$ cat src/rtl/l2_cache_pkg.sv
// Line constants, request opcodes and the request, lookup, update and response structs.
`default_nettype none

package l2_cache_pkg;
	// Line geometry and line address width.
	localparam int LINE_BYTES = 16;
	localparam int LINE_BITS = LINE_BYTES * 8;
	localparam int ADDR_WIDTH = 26;

	typedef enum logic [1:0] {
		OP_LOAD,
		OP_STORE,
		OP_LOAD_SYNC,
		OP_STORE_SYNC
	} l2_op_t;

	// Request as it travels down the pipeline.
	typedef struct packed {
		logic valid;
		logic [1:0] unit;
		logic [1:0] strand;
		l2_op_t op;
		logic [ADDR_WIDTH-1:0] address;
		logic [LINE_BITS-1:0] data;
		logic [LINE_BYTES-1:0] mask;
		logic has_sm_data;
		logic [LINE_BITS-1:0] sm_data;
	} l2_req_t;

	// Result of one way for the set indexed by the tag stage.
	typedef struct packed {
		logic hit;
		logic [LINE_BITS-1:0] data;
	} l2_lookup_t;

	// Array write; tag holds the whole line address, each way slices out its tag bits.
	typedef struct packed {
		logic valid;
		logic [7:0] way;
		logic [7:0] set;
		logic [ADDR_WIDTH-1:0] tag;
		logic [LINE_BITS-1:0] data;
	} l2_update_t;

	typedef struct packed {
		logic valid;
		logic [1:0] unit;
		logic [1:0] strand;
		l2_op_t op;
		logic [ADDR_WIDTH-1:0] address;
		logic [LINE_BITS-1:0] data;
		logic hit;
		logic sync_success;
	} l2_resp_t;
endpackage

`default_nettype wire

$ cat src/rtl/l2_cache_way.sv
// One cache way: valid bits, tags and line data per set, combinational lookup, synchronous write.
`default_nettype none

module l2_cache_way #(
	parameter int NUM_SETS = 16,
	parameter int WAY_ID = 0
) (
	input wire logic clk,
	input wire logic rst,
	input wire logic stall_pipeline,
	input wire l2_cache_pkg::l2_req_t tag_req,
	input wire l2_cache_pkg::l2_update_t update,
	output l2_cache_pkg::l2_lookup_t lookup
);
	import l2_cache_pkg::*;

	localparam int SET_BITS = $clog2(NUM_SETS);
	localparam int TAG_BITS = ADDR_WIDTH - SET_BITS;
	localparam logic [7:0] WAY_SEL = 8'(WAY_ID);

	logic [NUM_SETS-1:0] valid_bits;
	logic [TAG_BITS-1:0] tag_mem [NUM_SETS];
	logic [LINE_BITS-1:0] data_mem [NUM_SETS];

	logic [SET_BITS-1:0] req_set;
	logic [TAG_BITS-1:0] req_tag;
	logic [SET_BITS-1:0] upd_set;
	logic [TAG_BITS-1:0] upd_tag;
	logic write_en;

	assign req_set = tag_req.address[SET_BITS-1:0];
	assign req_tag = tag_req.address[ADDR_WIDTH-1:SET_BITS];

	// Lookup for the request now in the tag register.
	always_comb
	begin
		lookup.hit = tag_req.valid && valid_bits[req_set] && tag_mem[req_set] == req_tag;
		lookup.data = data_mem[req_set];
	end

	assign upd_set = update.set[SET_BITS-1:0];
	assign upd_tag = update.tag[ADDR_WIDTH-1:SET_BITS];

	// Only the way named in the update takes it.
	assign write_en = update.valid && update.way == WAY_SEL && !stall_pipeline;

	always_ff @(posedge clk)
	begin
		if (rst)
		begin
			valid_bits <= '0;
		end
		else if (write_en)
		begin
			valid_bits[upd_set] <= 1'b1;
		end
	end

	always_ff @(posedge clk)
	begin
		if (write_en)
		begin
			tag_mem[upd_set] <= upd_tag;
			data_mem[upd_set] <= update.data;
		end
	end
endmodule

`default_nettype wire

$ cat config.mk
export PLATFORM = sky130hd
export DESIGN_NAME = l2_cache_way
export DESIGN_NICKNAME = d
export VERILOG_FILES = /design/src/rtl/l2_cache_pkg.sv /design/src/rtl/l2_cache_way.sv
export SDC_FILE = /design/constraint.sdc
export NUM_CORES = 2
export LEC_CHECK = 0
export BUFFER_PORTS_ARGS = -buffer_cell sky130_fd_sc_hd__buf_2
export CORE_AREA = 2 2 414 416
export CTS_CLUSTER_SIZE = 20
export DETAILED_ROUTE_END_ITERATION = 10
export DIE_AREA = 0 0 416 418
export GPL_ROUTABILITY_DRIVEN = 0
export PLACE_DENSITY = 0.73
export SLEW_MARGIN = 20
export SYNTH_ARGS = -nofsm -noshare
export SYNTH_HDL_FRONTEND = slang
export SYNTH_SLANG_ARGS = --single-unit
$ cat constraint.sdc
create_clock -name clk -period 14.4 [get_ports clk]
set_input_delay 2.88 -clock clk [delete_from_list [all_inputs] [get_ports clk]]
set_output_delay 2.88 -clock clk [all_outputs]
set_load 0.05 [all_outputs]
==> flow_summary_export.csv <==
group,metric,value,unit
outcome,status,"completed",
synth,ys.flop_type,"edfxtp_1",
sta,finalHoldViolations,0,
synth,yosysMostFrequentCell,"edfxtp_1",
worst_setup_path,worstPathCellList,"buf_8, buf_4, buf_12, buf_4, mux4_2, mux4_2, buf_2",
global_routing,grt_usage,23.2,%
global_routing,use_met2,37.7,%
sta,fmax,98.2,MHz
power,total_leakage_power,0.0323,uW
sta,fin_skew,0,ns
die,fp.coreArea,0.169,sq mm
clock_tree,cts_buffers,229,
global_routing,antenna_found_initial,52,
worst_setup_path,start_kind,"input port",
worst_setup_path,crit_cells,7,
drt,via_per_inst,6.30,
worst_setup_path,reg2regPathDepth,2,
synth,synth.avg_cell_area,25.7,sq um
cells_and_area,fill_cells,11200,
synth,synth_edf_count,2400,
worst_setup_path,crit_required,11.52,ns
clock_tree,cts_tree,"yes",
cells_and_area,drive_gt1_share,35.0,%
worst_setup_path,reg2reg_from,"valid_bits[4]",
synth,yosys.area.top_type,"edfxtp_1",
clock_tree,cts.clk_slew.worst_paths,0.06,ns
synth,yosys_warnings,0,
clock_tree,insertion_delay,0.86,ns
synth,yosys.area.top_type_share,79.3,%
global_routing,busiest_layer,"met2",
die,die_h,418,um
power,peakVddDrop,0.120,mV
worst_setup_path,reg2reg_to,"valid_bits[4]",
clock_tree,htree_levels,4,
worst_setup_path,critical_path.top_delay_family,"buffers and inverters",
sta,holdWs,0.472,ns
worst_setup_path,endpoint,"lookup[75]",
min_path,hold_path_class,"reg -> reg",
synth,ys_top_cells_by_area,"edfxtp_1 79%, mux4_2 18%, mux2i_1 0.54%",
clock_tree,root_buffer,"clkbuf_16",
clock_tree,cts_sinks,2416,
drt,drc,0,
cells_and_area,area_growth,13.3,%
sta,relSlewSlack,26.8,%
worst_setup_path,crit_type,"in -> out",
sta,worst_pin_slew,1.10,ns
clock_tree,post_cts_resized,0,
global_routing,grt_pass1_wl,290,mm
die,die_area,0.174,sq mm
cells_and_area,nets,4459,
clock_tree,ctsHoldBuffers,0,
place,io_buffers,321,
drt,wl_per_cell,31.1,um
synth,ys_seq_elements,2416,
global_routing,use_met3,4.46,%
synth,ys_types,33,
worst_setup_path,cpPeakStageDelay,0.83,ns
sta,tns,0,ns
worst_setup_path,r2r_slack,13.81,ns
global_routing,use_met1,32.8,%
die,die_w,416,um
place,hpwlAfterDp,96.3,mm
drt,drtIter0Drc,4736,
drt,routed_wl,200,mm
global_routing,grt_start_max_net_pins,152,
worst_setup_path,path_buf_inv,5,
synth,syn_nets,4012,
sta,fin_crit_sh,70.7,%
synth,synth_common_cells,"2400 x edfxtp_1, 719 x mux4_2, 83 x buf_2, 65 x clkbuf_1, 50 x nor2_1",
sta,setup-violations-final,0,
power,powerDensity,140,mW/mm^2
worst_setup_path,crit_path_end_kind,"output port",
worst_setup_path,crit_arrival,7.31,ns
sta,rsz0062_at_grt,"no",
clock_tree,post_cts_buffers,0,
die,initial_core_util,53.8,%
cells_and_area,fin_util,60.9,%
worst_setup_path,crit_start,"tag_req[273]",
synth,seq_area_frac_synth,79.6,%
drt,ant_nets,0,
clock_tree,cts_max_path_buffers,3,
synth,synth_cells,3532,
global_routing,grt_pass1_vias,42000,
global_routing,overflow,0,
sta,period_needed,10.19,ns
drt,vias,40500,
run,cap_violations,0,
synth,syn_area,0.0909,sq mm
drt,drtPass1Iterations,6,
sta,drv_slew,0,
die,num_io_pins,609,
synth,synth_async_sr_flop_share,0,%
worst_setup_path,crit_fanout,109,
die,fp-row-count,151,
worst_setup_path,crit_slowest_cell,"buf_4",
final cells by class:
class | instances | area (sq um) | share of cell area [%]
Sequential cell | 2416 | 72400 | 70.3
Multi-Input combinational cell | 940 | 17800 | 17.3
Clock buffer | 274 | 5930 | 5.76
Tap cell | 2218 | 2780 | 2.69
Timing Repair Buffer | 392 | 2370 | 2.30
Clock inverter | 161 | 1670 | 1.62
Antenna cell | 18 | 45.0 | 0.0437
through the flow:
step	cells	power [uW]	setup slack, ns	area, sq um
after floorplan	3532	8350	3.77	91000
after global placement	5966	8580	3.92	95400
after detailed placement	5966	8600	3.93	95400
after CTS	6401	14500	3.95	103000
after global routing	6408	14800	3.65	103000
final	6419	14400	4.21	103000
cells by family after synthesis:
group	share of synthesized area, %
buffers and inverters	0.923
xor gates and xnor gates	0.212
AOI/OAI and AO/OA	0.381
and+or+nand+nor	0.520
DFF	79.6
muxes	18.4
worst min-delay path, stage by stage, from the launching register on:
cell,delay (ns)
dfxtp_1,0.32
nor2_1,0.05
nor2_1,0.07
power breakdown:
| group | switching [uW] | leakage, uW | internal, uW |
|---|---|---|---|
| combinational | 449 | 0.00687 | 263 |
| clock | 2590 | 0.00370 | 3390 |
| sequential | 0.162 | 0.0217 | 7730 |
| total | 3040 | 0.0323 | 11400 |
worst min path at each step:
| stage | startpoint | endpoint | cells after the start |
|---|---|---|---|
| 3_5_place_dp | valid_bits[3] | valid_bits[3] | 2 |
| 4_1_cts | valid_bits[3] | valid_bits[3] | 2 |
| 6_report | valid_bits[0] | valid_bits[0] | 2 |
| 5_1_grt | valid_bits[13] | valid_bits[13] | 2 |
| 3_3_place_gp | valid_bits[3] | valid_bits[3] | 2 |
| 2_1_floorplan | valid_bits[14] | valid_bits[14] | 2 |
registers in the layout, indices dropped and copies added (netlist names):
signal	count
data_mem	2048
tag_mem	352
valid_bits	16
metal layers:
layer	routed length, um	vias up
li1	-	16400
met1	79600	22000
met2	100000	1696
met3	15300	325
met4	4600	42
met5	279	-
cell usage in the layout, fill, tap and decap left out, types with 2 or more instances in the layout:
master	count
nand2b_1	4
clkinv_16	9
mux4_2	719
clkinv_2	49
a21oi_1	17
clkinvlp_4	6
o21ai_0	2
clkbuf_8	3
nor2_4	12
a211oi_1	17
clkbuf_1	42
o22a_1	3
clkbuf_16	229
o22ai_1	4
bufinv_16	24
buf_12	15
xnor2_1	16
clkinv_4	6
xor2_1	6
nand4_1	5
nand2_1	5
nor2_1	38
dfxtp_1	16
diode_2	18
nor4_1	2
inv_6	2
buf_8	4
edfxtp_1	2400
o221ai_1	3
nor2b_1	20
buf_2	317
clkinv_8	3
nor3_4	4
a22oi_1	5
nand3_1	2
inv_16	2
buf_4	56
mux2i_1	49
clkinv_1	59
No activity file was read; power rests on OpenSTA's default activity.
