[src/rtl/l2_cache_pkg.sv]
// Line constants, request opcodes and the request, lookup, update and response structs.
`default_nettype none

package l2_cache_pkg;
	// Line geometry and line address width.
	localparam int LINE_BYTES = 16;
	localparam int LINE_BITS = LINE_BYTES * 8;
	localparam int ADDR_WIDTH = 26;

	typedef enum logic [1:0] {
		OP_LOAD,
		OP_STORE,
		OP_LOAD_SYNC,
		OP_STORE_SYNC
	} l2_op_t;

	// Request as it travels down the pipeline.
	typedef struct packed {
		logic valid;
		logic [1:0] unit;
		logic [1:0] strand;
		l2_op_t op;
		logic [ADDR_WIDTH-1:0] address;
		logic [LINE_BITS-1:0] data;
		logic [LINE_BYTES-1:0] mask;
		logic has_sm_data;
		logic [LINE_BITS-1:0] sm_data;
	} l2_req_t;

	// Result of one way for the set indexed by the tag stage.
	typedef struct packed {
		logic hit;
		logic [LINE_BITS-1:0] data;
	} l2_lookup_t;

	// Array write; tag holds the whole line address, each way slices out its tag bits.
	typedef struct packed {
		logic valid;
		logic [7:0] way;
		logic [7:0] set;
		logic [ADDR_WIDTH-1:0] tag;
		logic [LINE_BITS-1:0] data;
	} l2_update_t;

	typedef struct packed {
		logic valid;
		logic [1:0] unit;
		logic [1:0] strand;
		l2_op_t op;
		logic [ADDR_WIDTH-1:0] address;
		logic [LINE_BITS-1:0] data;
		logic hit;
		logic sync_success;
	} l2_resp_t;
endpackage

`default_nettype wire

[src/rtl/l2_cache_read.sv]
// Read stage: hit and victim way selection, update forwarding and store-sync link tracking.
`default_nettype none

module l2_cache_read #(
	parameter int NUM_WAYS = 4,
	parameter int NUM_SETS = 16,
	localparam int WAY_BITS = (NUM_WAYS > 1) ? $clog2(NUM_WAYS) : 1
) (
	input wire logic clk,
	input wire logic rst,
	input wire logic stall_pipeline,
	input wire l2_cache_pkg::l2_req_t tag_req,
	input wire l2_cache_pkg::l2_lookup_t [NUM_WAYS-1:0] lookup,
	input wire l2_cache_pkg::l2_update_t update,
	output l2_cache_pkg::l2_req_t rd_req,
	output logic [l2_cache_pkg::LINE_BITS-1:0] rd_old_data,
	output logic rd_hit,
	output logic [WAY_BITS-1:0] rd_way,
	output logic rd_sync_success
);
	import l2_cache_pkg::*;

	localparam int SET_BITS = $clog2(NUM_SETS);
	localparam int NUM_STRANDS = 4;

	logic [SET_BITS-1:0] req_set;
	logic upd_same_set;
	logic fwd_hit;
	logic [NUM_WAYS-1:0] way_hit;
	logic hit_any;
	logic [WAY_BITS-1:0] hit_way;
	logic [LINE_BITS-1:0] hit_data;
	logic [NUM_SETS-1:0][WAY_BITS-1:0] rr_count;
	logic [NUM_STRANDS-1:0] link_valid;
	logic [NUM_STRANDS-1:0][ADDR_WIDTH-1:0] link_addr;
	logic sync_ok;
	logic store_commit;
	logic fill;

	assign req_set = tag_req.address[SET_BITS-1:0];
	assign upd_same_set = update.valid && update.set == 8'(req_set);
	assign fwd_hit = tag_req.valid && upd_same_set && update.tag == tag_req.address;

	always_comb
	begin
		hit_any = 1'b0;
		hit_way = '0;
		hit_data = '0;
		for (int i = 0; i < NUM_WAYS; i++)
		begin
			// A way being rewritten in this set no longer holds what it reports.
			way_hit[i] = lookup[i].hit && !(upd_same_set && update.way == 8'(i));
			if (way_hit[i])
			begin
				hit_any = 1'b1;
				hit_way = hit_way | WAY_BITS'(i);
				hit_data = hit_data | lookup[i].data;
			end
		end
		// The in-flight write wins over the array contents.
		if (fwd_hit)
		begin
			hit_any = 1'b1;
			hit_way = WAY_BITS'(update.way);
			hit_data = update.data;
		end
	end

	// Success is only reported for a store-sync whose strand still holds the link.
	assign sync_ok = tag_req.valid && tag_req.op == OP_STORE_SYNC
		&& link_valid[tag_req.strand] && link_addr[tag_req.strand] == tag_req.address;

	// A store that really writes the line breaks every link on it.
	assign store_commit = tag_req.valid && (hit_any || tag_req.has_sm_data)
		&& (tag_req.op == OP_STORE || sync_ok);

	assign fill = tag_req.valid && tag_req.has_sm_data && !hit_any;

	always_ff @(posedge clk)
	begin
		if (rst)
		begin
			rd_req.valid <= 1'b0;
			rd_hit <= 1'b0;
			rd_sync_success <= 1'b0;
			rr_count <= '0;
			link_valid <= '0;
			link_addr <= '0;
		end
		else if (!stall_pipeline)
		begin
			rd_req <= tag_req;
			rd_hit <= hit_any;
			rd_way <= hit_any ? hit_way : rr_count[req_set];
			rd_old_data <= hit_data;
			rd_sync_success <= sync_ok;
			if (fill)
			begin
				if (rr_count[req_set] == WAY_BITS'(NUM_WAYS - 1))
					rr_count[req_set] <= '0;
				else
					rr_count[req_set] <= rr_count[req_set] + 1'b1;
			end
			for (int s = 0; s < NUM_STRANDS; s++)
			begin
				if (store_commit && link_addr[s] == tag_req.address)
					link_valid[s] <= 1'b0;
			end
			if (tag_req.valid && tag_req.op == OP_LOAD_SYNC)
			begin
				link_valid[tag_req.strand] <= 1'b1;
				link_addr[tag_req.strand] <= tag_req.address;
			end
		end
	end
endmodule

`default_nettype wire

[config.mk]
export PLATFORM = sky130hd
export DESIGN_NAME = l2_cache_read
export DESIGN_NICKNAME = d
export VERILOG_FILES = /design/src/rtl/l2_cache_pkg.sv /design/src/rtl/l2_cache_read.sv
export SDC_FILE = /design/constraint.sdc
export NUM_CORES = 1
export LEC_CHECK = 0
export ABC_AREA = 1
export BUFFER_PORTS_ARGS = -buffer_cell sky130_fd_sc_hd__buf_2
export CAP_MARGIN = 20
export CORE_AREA = 2 2 551 553
export CTS_CLUSTER_DIAMETER = 200
export DETAILED_ROUTE_END_ITERATION = 16
export DIE_AREA = 0 0 553 555
export GPL_TIMING_DRIVEN = 0
export PLACE_DENSITY = 0.3
export SLEW_MARGIN = 20
export SYNTH_ARGS = -nofsm -noshare
export SYNTH_HDL_FRONTEND = slang
export SYNTH_SLANG_ARGS = --single-unit
[constraint.sdc]
create_clock -name clk -period 24.9 [get_ports clk]
set_input_delay 1.245 -clock clk [delete_from_list [all_inputs] [get_ports clk]]
set_output_delay 1.245 -clock clk [all_outputs]
set_load 0.02 [all_outputs]
==> results of run 1 <==
[flip-flops by register name, indices dropped and copies added (netlist names)]
signal	count
link_addr	104
rd_old_data	128
rd_hit	1
rd_sync_success	1
link_valid	4
rr_count	32
rd_req	306
rd_way	2
[cell families after synthesis]
family	share of synthesized area
DFF	0.617
buffers and inverters	0.0546
AOI/OAI and AO/OA	0.143
adders and majority gates	0.000485
xor gates and xnor gates	0.0170
and+or+nand+nor	0.167
[synth_stat cells, types with 2 or more instances]
cell type and instances:
nand2_1 467, edfxtp_1 435, nor2_1 320, nand3_1 196, inv_1 177, clkbuf_1 143
dfxtp_1 143, o21ai_0 130, a31oi_1 129, a221oi_1 128, a21oi_1 124, o22ai_1 39
xor2_1 32, buf_2 25, xnor2_1 18, a22oi_1 16, nor3_1 15, nor4_1 12
inv_2 11, nor3_2 8, o2111ai_1 8, o21ai_1 8, nand4_1 7, buf_1 4
buf_4 2, nor2_2 2, nor2_4 2, nor3_4 2, o211ai_1 2, or2_1 2
[metrics by stage]
| stage | hold slack (ns) | instances | power, mW | util |
|---|---|---|---|---|
| after detailed placement | 0.459 | 8072 | 1.61 | 0.130 |
| after global placement | 0.450 | 8024 | 1.63 | 0.126 |
| after global routing | 0.480 | 8275 | 3.01 | 0.140 |
| final | 0.468 | 8398 | 2.91 | 0.141 |
| after CTS | 0.470 | 8236 | 2.98 | 0.139 |
| after floorplan | 0.439 | 2613 | 1.31 | - |
[routing by layer]
metal	up-vias	wire length [um]	global-route usage
li1	12700	-	-
met1	15300	122000	0.232
met2	2169	138000	0.307
met3	595	35500	0.0833
met4	142	9320	0.0466
met5	-	912	0
[cell type report]
cell class	instances	area, um^2	area share
sequential	578	15900	0.376
multi-input combinational	1672	8660	0.204
timing repair buffer	1481	8060	0.190
tap	3978	4980	0.117
clock buffer	119	2490	0.0589
buffer	175	726	0.0171
inverter	188	706	0.0167
clock inverter	45	417	0.00983
antenna	162	405	0.00957
[critical path: stages]
cell	delay, ns
buf_2	0.33
inv_1	0.27
nand2_1	0.13
nand2_1	0.05
nor2_1	0.09
nand2_1	0.07
nor2_2	0.30
nand2_1	0.15
nand2_1	0.30
inv_1	0.15
clkbuf_2	0.49
clkbuf_1	0.56
a221oi_1	0.88
a31oi_1	0.17
[worst paths after layout]
path	start	endpoint	slack [ns]	depth (start not counted)
max	tag_req[275]	rd_old_data[2]	20.16	14
min	link_valid[3]	link_valid[3]	0.47	2
max reg2reg	rr_count[14]	rr_count[3]	22.12	11
min reg2reg	link_valid[3]	link_valid[3]	0.47	2
[power by group through the flow]
| stage | logic, mW | clock network (mW) | registers [mW] |
|---|---|---|---|
| 2_1_floorplan | 0.0927 | 0 | 1.22 |
| 3_3_place_gp | 0.453 | 0 | 1.18 |
| 3_5_place_dp | 0.475 | 0 | 1.14 |
| 4_1_cts | 0.476 | 1.38 | 1.12 |
| 5_1_grt | 0.489 | 1.40 | 1.12 |
| 6_report | 0.470 | 1.32 | 1.12 |
==> results.cfg, run 1 <==
[detailed_routing]
drtIter0Drc = 3351
drt-pass1-iter-count = 6
drt_wl_total_um = 306000
vias = 30900
via_per_inst = 3.68
routedWlPerCell_um = 36.4
ant_nets = 0
drc_errors = 0

[sta]
maxSlewHeadroom = 0.229
skew_ns = 0.0671
setup_ws_ns = 20.16
setup_violations = 0
final_hold_viol_count = 0
clock.fmax_mhz = 211
finalSetupTns_ns = 0
min_period_ns = 4.74
slew_violations = 0
tightest_slew_ns = 1.16
finalCritPeriodShare = 0.191
rsz0062_at_grt = false

[floorplan]
row_count = 202
coreArea_mm2 = 0.301
die_area_mm2 = 0.307
die_h_um = 555
die_x_um = 553
io_pins = 1434
initial_core_util = 0.0856

[placed_design]
place_hpwl_um = 270000
postPlaceCellArea_mm2 = 0.0391
numPortBuffers = 1433
gp_congestion = 1.00
place_ws_ns = 19.01

[synth]
ys_seq_area_frac = 0.617
synth_edf_count = 435
syn_area_mm2 = 0.0258
synth_seq_cells = 578
synthArstFlopShare = 0
ys.flop_type = edfxtp_1
yosys_warnings = 0
synth_top_cell_by_area = edfxtp_1
syn-num-nets = 3610
postSynthCellCount = 2613
synth_top_area_share = 0.506
syn_area_per_cell_um2 = 9.87
netlist-cell-type-count = 36
synth_area_leaders = edfxtp_1, dfxtp_1, nand2_1

[pwr]
share_clk_of_total_power = 0.454
p_switching_mw = 0.906
p_sw_frac = 0.311
vdd_drop_max_mv = 0.0453
combPwrFrac = 0.161
p_leak_nw = 16.9
power_density_mw_per_mm2 = 68.8
p_int_mw = 2.01
seq_power_share = 0.384

[global_routing]
gr-total-overflow = 0
grt_usage = 0.191
grt_pass1_vias = 28900
grt_pass1_wl_um = 369000
grt_max_degree = 28
antenna_found_initial = 344

[finish]
final_nets = 5185
final_layout_size_suffix_gt1_frac = 0.401
final_common_cell = buf_2
final_cell_mix = buf_2, nand2_1, edfxtp_1
final_area_mm2 = 0.0424
num-fill-cells = 34600
area_growth_pct = 64.2

[critical_path]
worst-path-max-fanout = 10
critPathRequiredTime_ns = 25.41
worstSetupPathType = primary input to register
worstSetupStartpointType = primary input
arrival_ns = 5.25
cp-end-kind = register

[run]
max_cap_violations = 0

[clock_network]
clockBufferDepth = 4
postCtsSetupBuffers = 0
cts_root_buf = clkbuf_16
tritoncts = yes
cts_sinks = 578
clkSlewWorstSetupHoldPaths_ns = 0.06
postCtsHoldBufs = 0
ctsResizeCount = 0
cts_buffers = 92
insertion_delay_ns = 0.80
htree_levels = 3

[hold_path]
hold_path.class = register to register

[run_status]
status = complete, no violations
Power figures use the tool's default switching activity.
==> inputs of run 2 (changes only) <==
--- a/config.mk
+++ b/config.mk
@@ -8,10 +8,10 @@
 export ABC_AREA = 1
 export BUFFER_PORTS_ARGS = -buffer_cell sky130_fd_sc_hd__buf_2
 export CAP_MARGIN = 20
-export CORE_AREA = 2 2 551 553
+export CORE_AREA = 2 2 561 563
 export CTS_CLUSTER_DIAMETER = 200
 export DETAILED_ROUTE_END_ITERATION = 16
-export DIE_AREA = 0 0 553 555
+export DIE_AREA = 0 0 563 565
 export GPL_TIMING_DRIVEN = 0
 export PLACE_DENSITY = 0.3
 export SLEW_MARGIN = 20
==> constraint.sdc (replaced) <==
create_clock -name clk -period 4.01 [get_ports clk]
set_input_delay 0.2005 -clock clk [delete_from_list [all_inputs] [get_ports clk]]
set_output_delay 0.2005 -clock clk [all_outputs]
set_load 0.02 [all_outputs]
==> results.cfg, run 2 (synthesized netlist as in run 1, its figures left out) <==
[placed_design]
place_hpwl_um = 268000
numPortBuffers = 1433
gp_congestion = 0.931
place_ws_ns = -1.10
postPlaceCellArea_mm2 = 0.0393

[finish]
final_common_cell = buf_2
final_area_mm2 = 0.0489
seqCellArea_mm2 = 0.0159
top_regs = rd_req: 306 flops, rd_old_data: 128 flops, link_addr: 104 flops
multi_input_area_mm2 = 0.00869
regMostFlops = rd_req
final_cell_mix = buf_2, dlygate4sd3_1, nand2_1
final_nets = 5813
largest_reg_flops = 306
area_growth_pct = 89.7
final_layout_size_suffix_gt1_frac = 0.351
utilization = 0.157
num-fill-cells = 35600

[clock_network]
cts_sinks = 578
htree_levels = 3
cts_buffers = 93
clockBufferDepth = 4
clkSlewWorstSetupHoldPaths_ns = 0.05
insertion_delay_ns = 0.82
tritoncts = yes
cts_root_buf = clkbuf_16

[critical_path]
cpLargestDelayFamily = buffers and inverters
cpMostUsedCell = nand2_1
cpPeakStageDelay_ns = 0.74
critPathBufInv = 6
critPathRequiredTime_ns = 4.53
cp-end-kind = register
crit_chain = buf_2 -> inv_1 -> nand2_1 -> nand2_1 -> nor2_1 -> nand2_1 -> nor2_2 -> nand2_1 -> nand2_1 -> inv_1 -> clkbuf_2 -> clkbuf_1 -> a221oi_1 -> a31oi_1 -> dlygate4sd3_1
worstSetupStartpointType = primary input
slowest_stage = a221oi_1
arrival_ns = 4.41
worst-path-max-fanout = 11
worstSetupPathType = primary input to register

[global_routing]
gr-total-overflow = 0
grt_pass1_wl_um = 371000
antenna_found_initial = 309
grt_pass1_vias = 31200
grt_max_degree = 26
grt_usage = 0.184

[run]
max_cap_violations = 0

[floorplan]
die_area_mm2 = 0.318
die_x_um = 563
initial_core_util = 0.0829
io_pins = 1434
row_count = 205
die_h_um = 565
coreArea_mm2 = 0.311

[sta]
min_period_ns = 3.89
final_hold_viol_count = 0
rsz0062_at_grt = false
finalSetupTns_ns = 0
setup_ws_ns = 0.119
skew_ns = 0.0888
tightest_slew_ns = 1.32
maxSlewHeadroom = 0.120
finalCritPeriodShare = 0.970
setup_violations = 0
clock.fmax_mhz = 257
finalHoldWorstSlack_ns = 0.0386
slew_violations = 0

[detailed_routing]
drc_errors = 0
drtIter0Drc = 3270
via_per_inst = 3.59
ant_nets = 0
drt-pass1-iter-count = 7
vias = 33000
routedWlPerCell_um = 33.5
drt_wl_total_um = 308000

[hold_path]
hold_path.class = primary input to register

[run_status]
status = complete, no violations

[pwr]
power_density_mw_per_mm2 = 384
p_leak_nw = 19.4
vdd_drop_max_mv = 0.275
==> run 2: final timing paths <==
kind                      start               to  slack [ns]  cells past startpoint
setup / recovery   tag_req[275]  rd_old_data[64]        0.12                     15
hold / removal        update[1]   rd_old_data[1]        0.04                      3
setup reg to reg    rr_count[6]     rr_count[11]        1.08                     11
hold reg to reg   link_valid[3]    link_valid[3]        0.46                      2
==> run 2: per-stage QoR <==
stage          total power, mW  cells
4_1_cts                   19.2   9018
6_report                  18.8   9197
5_1_grt                   19.4   9059
2_1_floorplan             8.06   2613
3_5_place_dp              10.1   8234
3_3_place_gp              10.0   8186
==> run 2: per-layer routing <==
metal  GRT usage  wire (um)  vias up
met5           0       1610        -
met4      0.0534      10700      130
met3      0.0796      35100      544
met2       0.290     136000     2087
met1       0.227     125000    16300
li1            -          -    14000
==> run 2: area by class of cell <==
cell class,instances,share of cell area
Tap cell,4140,0.106
Buffer,175,0.0155
Sequential cell,578,0.325
Antenna cell,175,0.00895
Multi-Input combinational cell,1672,0.178
Clock buffer,114,0.0500
Inverter,188,0.0144
Clock inverter,47,0.00903
Timing Repair Buffer,2108,0.293
==> run 2: worst reg2reg max path, cell delays in order (launching register included) <==
cell      delay (ns)
dfxtp_1         0.31
a22oi_1         0.20
a21oi_1         0.11
or2_1           0.21
nor2_1          0.30
inv_2           0.10
ha_1            0.28
inv_1           0.03
nor2_1          0.45
clkbuf_1        0.55
nor2_1          0.12
nor2_1          0.12
==> run 2: power by group <==
group	internal [mW]	switching, mW	leakage, nW
logic	1.34	2.27	12.7
clock network	4.81	3.41	1.41
registers	6.82	0.141	5.31
total	13.0	5.82	19.4
==> run 2: repair_timing <==
item | CTS | global route
setup endpoints to repair | 1 | 9
pin swaps | 0 | 1
cloned | 0 | 0
hold buffers | 623 | 0
hold endpoints to repair | 511 | 0
gates resized for setup | 1 | 6
setup buffers | 0 | 3
