**src/rtl/l2_cache_pkg.sv**
```systemverilog
// Line constants, request opcodes and the request, lookup, update and response structs.
`default_nettype none

package l2_cache_pkg;
	// Line geometry and line address width.
	localparam int LINE_BYTES = 16;
	localparam int LINE_BITS = LINE_BYTES * 8;
	localparam int ADDR_WIDTH = 26;

	typedef enum logic [1:0] {
		OP_LOAD,
		OP_STORE,
		OP_LOAD_SYNC,
		OP_STORE_SYNC
	} l2_op_t;

	// Request as it travels down the pipeline.
	typedef struct packed {
		logic valid;
		logic [1:0] unit;
		logic [1:0] strand;
		l2_op_t op;
		logic [ADDR_WIDTH-1:0] address;
		logic [LINE_BITS-1:0] data;
		logic [LINE_BYTES-1:0] mask;
		logic has_sm_data;
		logic [LINE_BITS-1:0] sm_data;
	} l2_req_t;

	// Result of one way for the set indexed by the tag stage.
	typedef struct packed {
		logic hit;
		logic [LINE_BITS-1:0] data;
	} l2_lookup_t;

	// Array write; tag holds the whole line address, each way slices out its tag bits.
	typedef struct packed {
		logic valid;
		logic [7:0] way;
		logic [7:0] set;
		logic [ADDR_WIDTH-1:0] tag;
		logic [LINE_BITS-1:0] data;
	} l2_update_t;

	typedef struct packed {
		logic valid;
		logic [1:0] unit;
		logic [1:0] strand;
		l2_op_t op;
		logic [ADDR_WIDTH-1:0] address;
		logic [LINE_BITS-1:0] data;
		logic hit;
		logic sync_success;
	} l2_resp_t;
endpackage

`default_nettype wire

```
**src/rtl/l2_cache_tag.sv**
```systemverilog
// Tag issue stage: request register that feeds the lookup of every way.
`default_nettype none

module l2_cache_tag (
	input wire logic clk,
	input wire logic rst,
	input wire logic stall_pipeline,
	input wire l2_cache_pkg::l2_req_t req,
	output l2_cache_pkg::l2_req_t tag_req
);
	import l2_cache_pkg::*;

	l2_req_t req_clean;

	// An idle slot carries no store mask and no memory data.
	always_comb
	begin
		req_clean = req;
		if (!req.valid)
		begin
			req_clean.mask = '0;
			req_clean.sm_data = '0;
			req_clean.has_sm_data = 1'b0;
		end
	end

	// Only the valid flag is cleared on reset.
	always_ff @(posedge clk)
	begin
		if (rst)
		begin
			tag_req.valid <= 1'b0;
		end
		else if (!stall_pipeline)
		begin
			tag_req <= req_clean;
		end
	end
endmodule

`default_nettype wire

```
**config.mk**
```make
export PLATFORM = sky130hd
export DESIGN_NAME = l2_cache_tag
export DESIGN_NICKNAME = d
export VERILOG_FILES = /design/src/rtl/l2_cache_pkg.sv /design/src/rtl/l2_cache_tag.sv
export SDC_FILE = /design/constraint.sdc
export NUM_CORES = 1
export LEC_CHECK = 0
export ABC_CLOCK_PERIOD_IN_PS = 20200
export BUFFER_PORTS_ARGS = -buffer_cell sky130_fd_sc_hd__buf_2
export CORE_AREA = 10 10 232 234
export DETAILED_ROUTE_END_ITERATION = 8
export DIE_AREA = 0 0 242 244
export PLACE_DENSITY = 0.52
export SLEW_MARGIN = 25
export SYNTH_ARGS = -nofsm -noshare
export SYNTH_HDL_FRONTEND = slang
export SYNTH_SLANG_ARGS = --single-unit
```
**constraint.sdc**
```tcl
create_clock -name clk -period 20.2 [get_ports clk]
set_input_delay 2.02 -clock clk [delete_from_list [all_inputs] [get_ports clk]]
set_output_delay 2.02 -clock clk [all_outputs]
set_load 0.05 [all_outputs]
```
==> summary.md, run 1 <==
| Metric | Value |
|---|---|
| Maxcap violations | 0 |
| Post_cts resized | 0 |
| Synth cell count leaders | edfxtp_1, and2_1, and2_2 |
| Final HPWL DP | 27,500 µm |
| Total number of yosys warnings | 0 |
| Final WS setup | 16.34 ns |
| Final Setup Violations | 0 |
| Final TNS setup | 0 ns |
| Largest net degree at the start of global routing | 169 |
| TritonRoute pass-1 iters | 4 |
| Lkg Pwr | 6.11 nW |
| Row count | 82 |
| RSZ-0062 raised after global routing | false |
| Tcrit/Tclk final | 0.191 |
| CP startpoint | stall_pipeline |
| Placement Cell Area | 14,100 µm² |
| Highest routed metal layer | met5 |
| Crit path max-delay family | buffers and inverters |
| Worst-Margin Slew | 1.14 ns |
| Worst Setup End Kind | flip-flop |
| Clock Path Buffers | 3 |
| First-pass GRT wire length | 49,900 µm |
| GRT Util Overall | 0.112 |
| Drt total wl | 35,400 µm |
| I/O Pins | 615 |
| Die H | 244 µm |
| Max reg flops | 306 |
| Clock latency on the worst-skew pair | 0.52 ns |
| Biggest register | tag_req |
| Top cell type's share of synthesized area | 0.887 |
| Stages on worst setup path | 4 |
| Max frequency | 259 MHz |
| Drt drc | 0 |
| Routed met1 length | 12,900 µm |
| Clock root buffer | clkbuf_16 |
| Fin crit period | 3.86 ns |
| Vias | 6,612 |
| Most common cell in the synthesized netlist | edfxtp_1 |
| Antenna Nets Post-Route | 0 |
| Hold Crit Class | flip-flop to flip-flop |
| Routed wl met3 | 3980 µm |
| Post-synthesis sequential area ratio | 0.889 |
| Total grt overflow | 0 |
| Post-CTS setup buffers | 0 |
| Power Density | 106 nW/µm² |
| Worst R2R Path Depth | 2 |
| Avg WL per Cell | 19.6 µm |
| Worst Clk Skew | 0 ns |
| Area grow syn2layout | 47.3% |
| CP endpoint | tag_req[149] |
| Post-synth cell types | 8 |
| Max Slew Vio Count | 0 |
| Hold-fix buffers, CTS | 0 |
| Worst EP required | 20.34 ns |
| 1st-iter DRT viols | 241 |
| Initial antenna violation count | 8 |
| Final hold vios | 0 |
| Area leader, netlist | edfxtp_1 |
| Startpoint types | primary input |
| Syn_nets | 779 |
| H-Tree Depth | 2 |
| Ys flop type | edfxtp_1 |
| Crit path DAT | 4.01 ns |
| Layout Nets | 1,419 |
| Dpl ws | 15.79 ns |
| Die Wd | 242 µm |
| Clock transition at path regs | 0.06 ns |
| Asr flop ratio synth | 0 |
| Yosys reg bits | 306 |
| Final cell count without fillers | 1,811 |
| Vias in the first global route | 7,061 |
| # port buffers | 614 |
| Core Box Area | 49,500 µm² |
| Core Util, Final | 0.307 |
| Crit Path Category | primary input to flip-flop |
| Most common cell on crit path | buf_4 |
| CTS tree | done |
| Layout cells sized above 1 | 0.624 |
| Num CTS Buffers | 36 |
| Critical path fanouts, max | 70 |
| Top cells by area, synth | edfxtp_1, and2_1, and2_2 |
| Mapped Area | 10,300 µm² |
| Rel. slew slack | 0.242 |
| R2R Path End | tag_req[305] |
| CTS sink cnt | 306 |
| Synth Instances | 470 |
| CP max stage delay | 0.74 ns |
| Critical-path cell list | buf_2 > nor2_4 > buf_4 > buf_4 |
| Die area | 59,000 µm² |
| Routed wl met2 | 17,600 µm |
| Starting density of the core | 0.209 |
| Vias per cell | 3.65 |
| Outcome | complete, no violations |
| Placed insts | 1,744 |
| WP buf/inv | 3 |
| Mapped Avg Cell Area | 22.0 µm² |
| R2r startpoint | tag_req[305] |
| Final GP Congestion | 0.765 |
| EDFF count, synth | 305 |
| Flop2flop setup slack | 19.60 ns |
| Post-route cell area | 15,200 µm² |
| Max stage delay cell, worst path | buf_4 |
| Largest regs | tag_req (306) |
| Max VDD drop | 0.0000581 V |
[worst min path at each step]
stage / cells past startpoint / to / start / slack (ns)
final: 2 / tag_req[305] / tag_req[305] / 0.51
after CTS: 2 / tag_req[305] / tag_req[305] / 0.51
after floorplan: 2 / tag_req[305] / tag_req[305] / 0.74
after global placement: 2 / tag_req[305] / tag_req[305] / 0.49
after global routing: 2 / tag_req[305] / tag_req[305] / 0.56
after detailed placement: 2 / tag_req[305] / tag_req[305] / 0.49
[tightest hold or removal path: stages (launching register included)]
cell	delay [ns]
dfxtp_1	0.33
mux2i_1	0.07
nor2_1	0.08
[metrics by stage]
stage	power, mW	hold WS (ns)
after global placement	1.02	0.495
after detailed placement	1.03	0.490
after global routing	1.67	0.560
final	1.61	0.509
after floorplan	0.955	0.741
after CTS	1.64	0.510
[placed cells by master, fill, tap and decap left out, drive strengths merged]
| cell | netlist | routed |
|---|---|---|
| clkinvlp | 0 | 2 |
| diode | 0 | 5 |
| bufinv | 0 | 1 |
| and2 | 145 | 145 |
| mux2i | 1 | 1 |
| clkinv | 0 | 16 |
| nor2 | 2 | 2 |
| dfxtp | 1 | 1 |
| inv | 0 | 2 |
| clkbuf | 1 | 41 |
| edfxtp | 305 | 305 |
| buf | 15 | 618 |
[routing by layer]
layer  vias to the layer above  track usage
met1                      3152        0.118
met4                         6       0.0374
met3                        60       0.0585
met2                       364        0.191
li1                       3030            -
met5                         -            0
[where the power goes]
group / internal, mW / total, mW / switching, mW
logic: 0.0558 / 0.250 / 0.194
clock network: 0.347 / 0.602 / 0.255
registers: 0.747 / 0.758 / 0.0108
[area by class of cell]
class / count / area (µm²)
well taps: 672 / 841
flip-flops and latches: 306 / 9180
clock inverters: 21 / 136
clock buffers: 41 / 941
repair buffers: 618 / 3120
fillers: 5032 / 34200
multi-input cells: 148 / 977
diodes: 5 / 12.5
[logic make-up after synthesis]
family | share of synthesized area
flip-flops | 0.889
AND/OR/NAND/NOR | 0.0929
buffers and inverters | 0.0171
multiplexers | 0.000970
Power figures use the tool's default switching activity.
==> run 2: changes to the inputs <==
--- a/config.mk
+++ b/config.mk
@@ -5,12 +5,13 @@
 export SDC_FILE = /design/constraint.sdc
 export NUM_CORES = 1
 export LEC_CHECK = 0
-export ABC_CLOCK_PERIOD_IN_PS = 20200
+export ABC_AREA = 1
+export ABC_CLOCK_PERIOD_IN_PS = 3900
 export BUFFER_PORTS_ARGS = -buffer_cell sky130_fd_sc_hd__buf_2
-export CORE_AREA = 10 10 232 234
+export CORE_AREA = 10 10 234 236
 export DETAILED_ROUTE_END_ITERATION = 8
-export DIE_AREA = 0 0 242 244
-export PLACE_DENSITY = 0.52
+export DIE_AREA = 0 0 244 246
+export PLACE_DENSITY = 0.51
 export SLEW_MARGIN = 25
 export SYNTH_ARGS = -nofsm -noshare
 export SYNTH_HDL_FRONTEND = slang
==> constraint.sdc (replaced) <==
create_clock -name clk -period 3.9 [get_ports clk]
set_input_delay 0.39 -clock clk [delete_from_list [all_inputs] [get_ports clk]]
set_output_delay 0.39 -clock clk [all_outputs]
set_load 0.05 [all_outputs]
==> run 2 against run 1 <==
Synthesized cell count grew 32%. Utilization grew 0.42 points. Worst hold slack lost 0.46 ns. Cell count grew 9.1%. Register-to-register slack lost 16 ns. Critical path depth shrank 3. Largest power group unchanged.
==> summary.md, run 2 <==
| Metric | Value |
|---|---|
| Max reg flops | 306 (unchanged) |
| Core Box Area | 49,900 µm² (+0.83%) |
| Asr flop ratio synth | 0 (unchanged) |
| Total number of yosys warnings | 0 (unchanged) |
| Crit path DAT | 1.29 ns (-2.72 ns) |
| Area grow syn2layout | 48.3% |
| Critical path fanouts, max | 1 (-99%) |
| Final GP Congestion | 0.793 (+3.6%) |
| Worst Setup End Kind | primary output |
| Worst EP required | 3.51 ns (-16.83 ns) |
| R2R Path End | tag_req[305] |
| Logic gate share of total power | 0.162 (+0.007) |
| Placement Cell Area | 14,400 µm² (+1.8%) |
| Final cell count without fillers | 1,975 (+9.1%) |
| Max stage delay cell, worst path | edfxtp_1 |
| Row count | 82 (unchanged) |
| Switching power | 2.39 mW (+420%) |
| CTS sink cnt | 306 (unchanged) |
| Synth Instances | 619 (+32%) |
| Adder-Cell Fraction of Synth Area | 0 (unchanged) |
| Post-synth cell types | 8 (unchanged) |
| H-Tree Depth | 2 (unchanged) |
| RSZ-0062 raised after global routing | false |
| Die Wd | 244 µm (+0.83%) |
| Clock Path Buffers | 3 (unchanged) |
| Mapped Area | 10,500 µm² (+1.5%) |
| Yosys reg bits | 306 (unchanged) |
| Synth cell count leaders | edfxtp_1, inv_1, nand2_1 |
| Biggest register | tag_req |
| Internal power | 5.89 mW (+410%) |
| I/O Pins | 615 (unchanged) |
| Post-CTS setup buffers | 0 (unchanged) |
| Power Density | 533 nW/µm² (+400%) |
| FILL cells | 5,118 (+1.7%) |
| Ys flop type | edfxtp_1 |
| Top cell type's share of synthesized area | 0.874 (-0.0129) |
| Vias in the first global route | 7,688 (+8.9%) |
| Vias per cell | 3.61 (-1.2%) |
| Die area | 60,000 µm² (+1.7%) |
| # port buffers | 614 (unchanged) |
| Clock latency on the worst-skew pair | 0.51 ns (about the same) |
| Die H | 246 µm (+0.82%) |
| Num CTS Buffers | 36 (unchanged) |
| Avg WL per Cell | 19.0 µm (-2.7%) |
| Largest regs | tag_req (306) |
| CTS tree | done |
| Register share of total power | 0.474 (+0.003) |
| Hold path startpoint | req[199] |
| Final hold vios | 0 (unchanged) |
| Total grt overflow | 0 (unchanged) |
| Flop2flop setup slack | 3.31 ns (-16.29 ns) |
| EDFF count, synth | 305 (unchanged) |
| Largest net degree at the start of global routing | 82 (-51%) |
| Clock root buffer | clkbuf_16 |
| Largest family of logic cells by synthesized area | buffers and inverters |
| R2r startpoint | tag_req[305] |
| Compound-Gate Fraction of Synth Area | 0 (unchanged) |
| Layout Nets | 1,587 (+12%) |
| Max VDD drop | 0.000305 V (+430%) |
| Crit Path Category | flip-flop to primary output |
| Lkg Pwr | 7.23 nW (+18%) |
| Max frequency | 597 MHz |
| CP max stage delay | 0.45 ns (-0.29 ns) |
| Startpoint types | flip-flop |
| Commonest cells after routing, fill and taps aside | buf_2, edfxtp_1, nand2_1, inv_1, clkbuf_16 |
| Hold endpoint | tag_req[199] |
| Final Setup Violations | 0 (unchanged) |
| Worst-Margin Slew | 0.745 ns (-0.391 ns) |
| Outcome | complete, no violations |
| Antenna Nets Post-Route | 0 (unchanged) |
| Worst Hold Slack | 0.0462 ns (-0.463 ns) |
| Fin crit period | 1.68 ns |
| Maxcap violations | 0 (unchanged) |
| Mapped Avg Cell Area | 16.9 µm² (-23%) |
| GRT Util Overall | 0.117 (+0.00501) |
| Drt drc | 0 (unchanged) |
| Critical-path cell list | buf_2 |
| Layout cells sized above 1 | 0.514 (-0.110) |
| Top cells by area, synth | edfxtp_1, inv_1, nand2_1 |
| Most common cell in the synthesized netlist | edfxtp_1 |
| Initial antenna violation count | 10 (+2) |
| Vias | 7,127 (+7.8%) |
| Drt total wl | 37,600 µm (+6.2%) |
| Rel. slew slack | 0.503 (+0.261) |
| Crit path max-delay family | flip-flops |
| Tcrit/Tclk final | 0.430 |
| Post-synthesis sequential area ratio | 0.876 (-0.0130) |
| Fraction of the mapped netlist area in simple logic gates | 0.0537 (-0.0392) |
| First-pass GRT wire length | 52,300 µm (+4.8%) |
| Clock transition at path regs | 0.06 ns (about the same) |
| Hold Crit Class | primary input to flip-flop |
| WP buf/inv | 1 (-2) |
| FF+latch area | 9180 µm² (unchanged) |
| Final HPWL DP | 30,200 µm (+9.8%) |
| Commonest non-fill, non-tap cell in the layout | buf_2 |
| Hold path depth | 1 (-1) |
| TritonRoute pass-1 iters | 6 (+2) |
| Syn_nets | 928 (+19%) |
| Placed insts | 1,899 (+8.9%) |
| 1st-iter DRT viols | 303 (+26%) |
| Post-route cell area | 15,500 µm² (+2.2%) |
| Worst R2R Path Depth | 4 (+2) |
| XOR/XNOR share of the synthesized area | 0 (unchanged) |
| Max Slew Vio Count | 0 (unchanged) |
| Footprint of the multi-input gates | 571 µm² (-42%) |
| Starting density of the core | 0.210 (+0.00134) |
| Worst Clk Skew | 0 ns (unchanged) |
| Area leader, netlist | edfxtp_1 |
| Clk network pwr share | 0.364 (-0.010) |
| Switching share of total power | 0.289 (+0.00302) |
| Mux cell area share after synthesis | 0 (-0.000969) |
## run 2: cell count changes after synthesis, sizes merged
cell / delta
nand2: +147
mux2i: -1
inv: +147
nor2: +1
clkbuf: +2
and2: -145
buf: -2
## run 2: timing repair
| action | in CTS | in global routing |
|---|---|---|
| hold buffers | 13 | 0 |
| gates resized for setup | 0 | 0 |
| hold endpoints to repair | 13 | 0 |
## run 2: how the worst max path moves through the flow
| stage | start | to | slack [ns] | depth (start not counted) |
|---|---|---|---|---|
| final | tag_req[234] | tag_req[234] | 2.22 | 1 |
| after global routing | tag_req[234] | tag_req[234] | 2.19 | 1 |
| after CTS | tag_req[234] | tag_req[234] | 2.19 | 1 |
| after detailed placement | stall_pipeline | tag_req[261] | 1.88 | 4 |
| after global placement | stall_pipeline | tag_req[85] | 1.92 | 4 |
| after floorplan | stall_pipeline | tag_req[0] | -1.41 | 1 |
## run 2: kinds of logic (layout without fill, tap and decap cells)
| logic type | count (synthesis) | after routing |
|---|---|---|
| DFF | 306 | 306 |
| buffers and inverters | 163 | 844 |
| and+or+nand+nor | 150 | 150 |
| other | 0 | 3 |
## run 2: metal layers
layer  vias up  part of all wire  track usage  wire, µm
li1       3355                 -            -         -
met5         -            0.0022            0        83
met1      3338              0.35        0.115     13000
met3        65              0.11       0.0632      4260
met4        12             0.022       0.0336       833
met2       357              0.52        0.210     19400
## run 2: through the flow
stage	setup slack, ns	power, mW	setup TNS (ns)	utilization
after floorplan	-1.41	4.90	-428.94	-
after global placement	1.92	5.34	0	0.288
after detailed placement	1.88	5.34	0	0.288
after CTS	2.19	8.43	0	0.312
after global routing	2.19	8.62	0	0.312
final	2.22	8.28	0	0.312
## run 2: layout make-up
class / count / area share
repair buffers: 637 / 0.216
inverters: 147 / 0.0355
clock inverters: 16 / 0.00539
multi-input cells: 150 / 0.0367
well taps: 672 / 0.0541
flip-flops and latches: 306 / 0.591
diodes: 3 / 0.000483
clock buffers: 44 / 0.0613
## run 2: power groups by stage
stage | Combinational [mW] | Clock, mW | Sequential, mW
6_report | 1.34 | 3.02 | 3.92
3_3_place_gp | 1.35 | 0 | 3.99
5_1_grt | 1.41 | 3.27 | 3.94
2_1_floorplan | 0.130 | 0 | 4.77
4_1_cts | 1.36 | 3.14 | 3.93
3_5_place_dp | 1.35 | 0 | 3.99
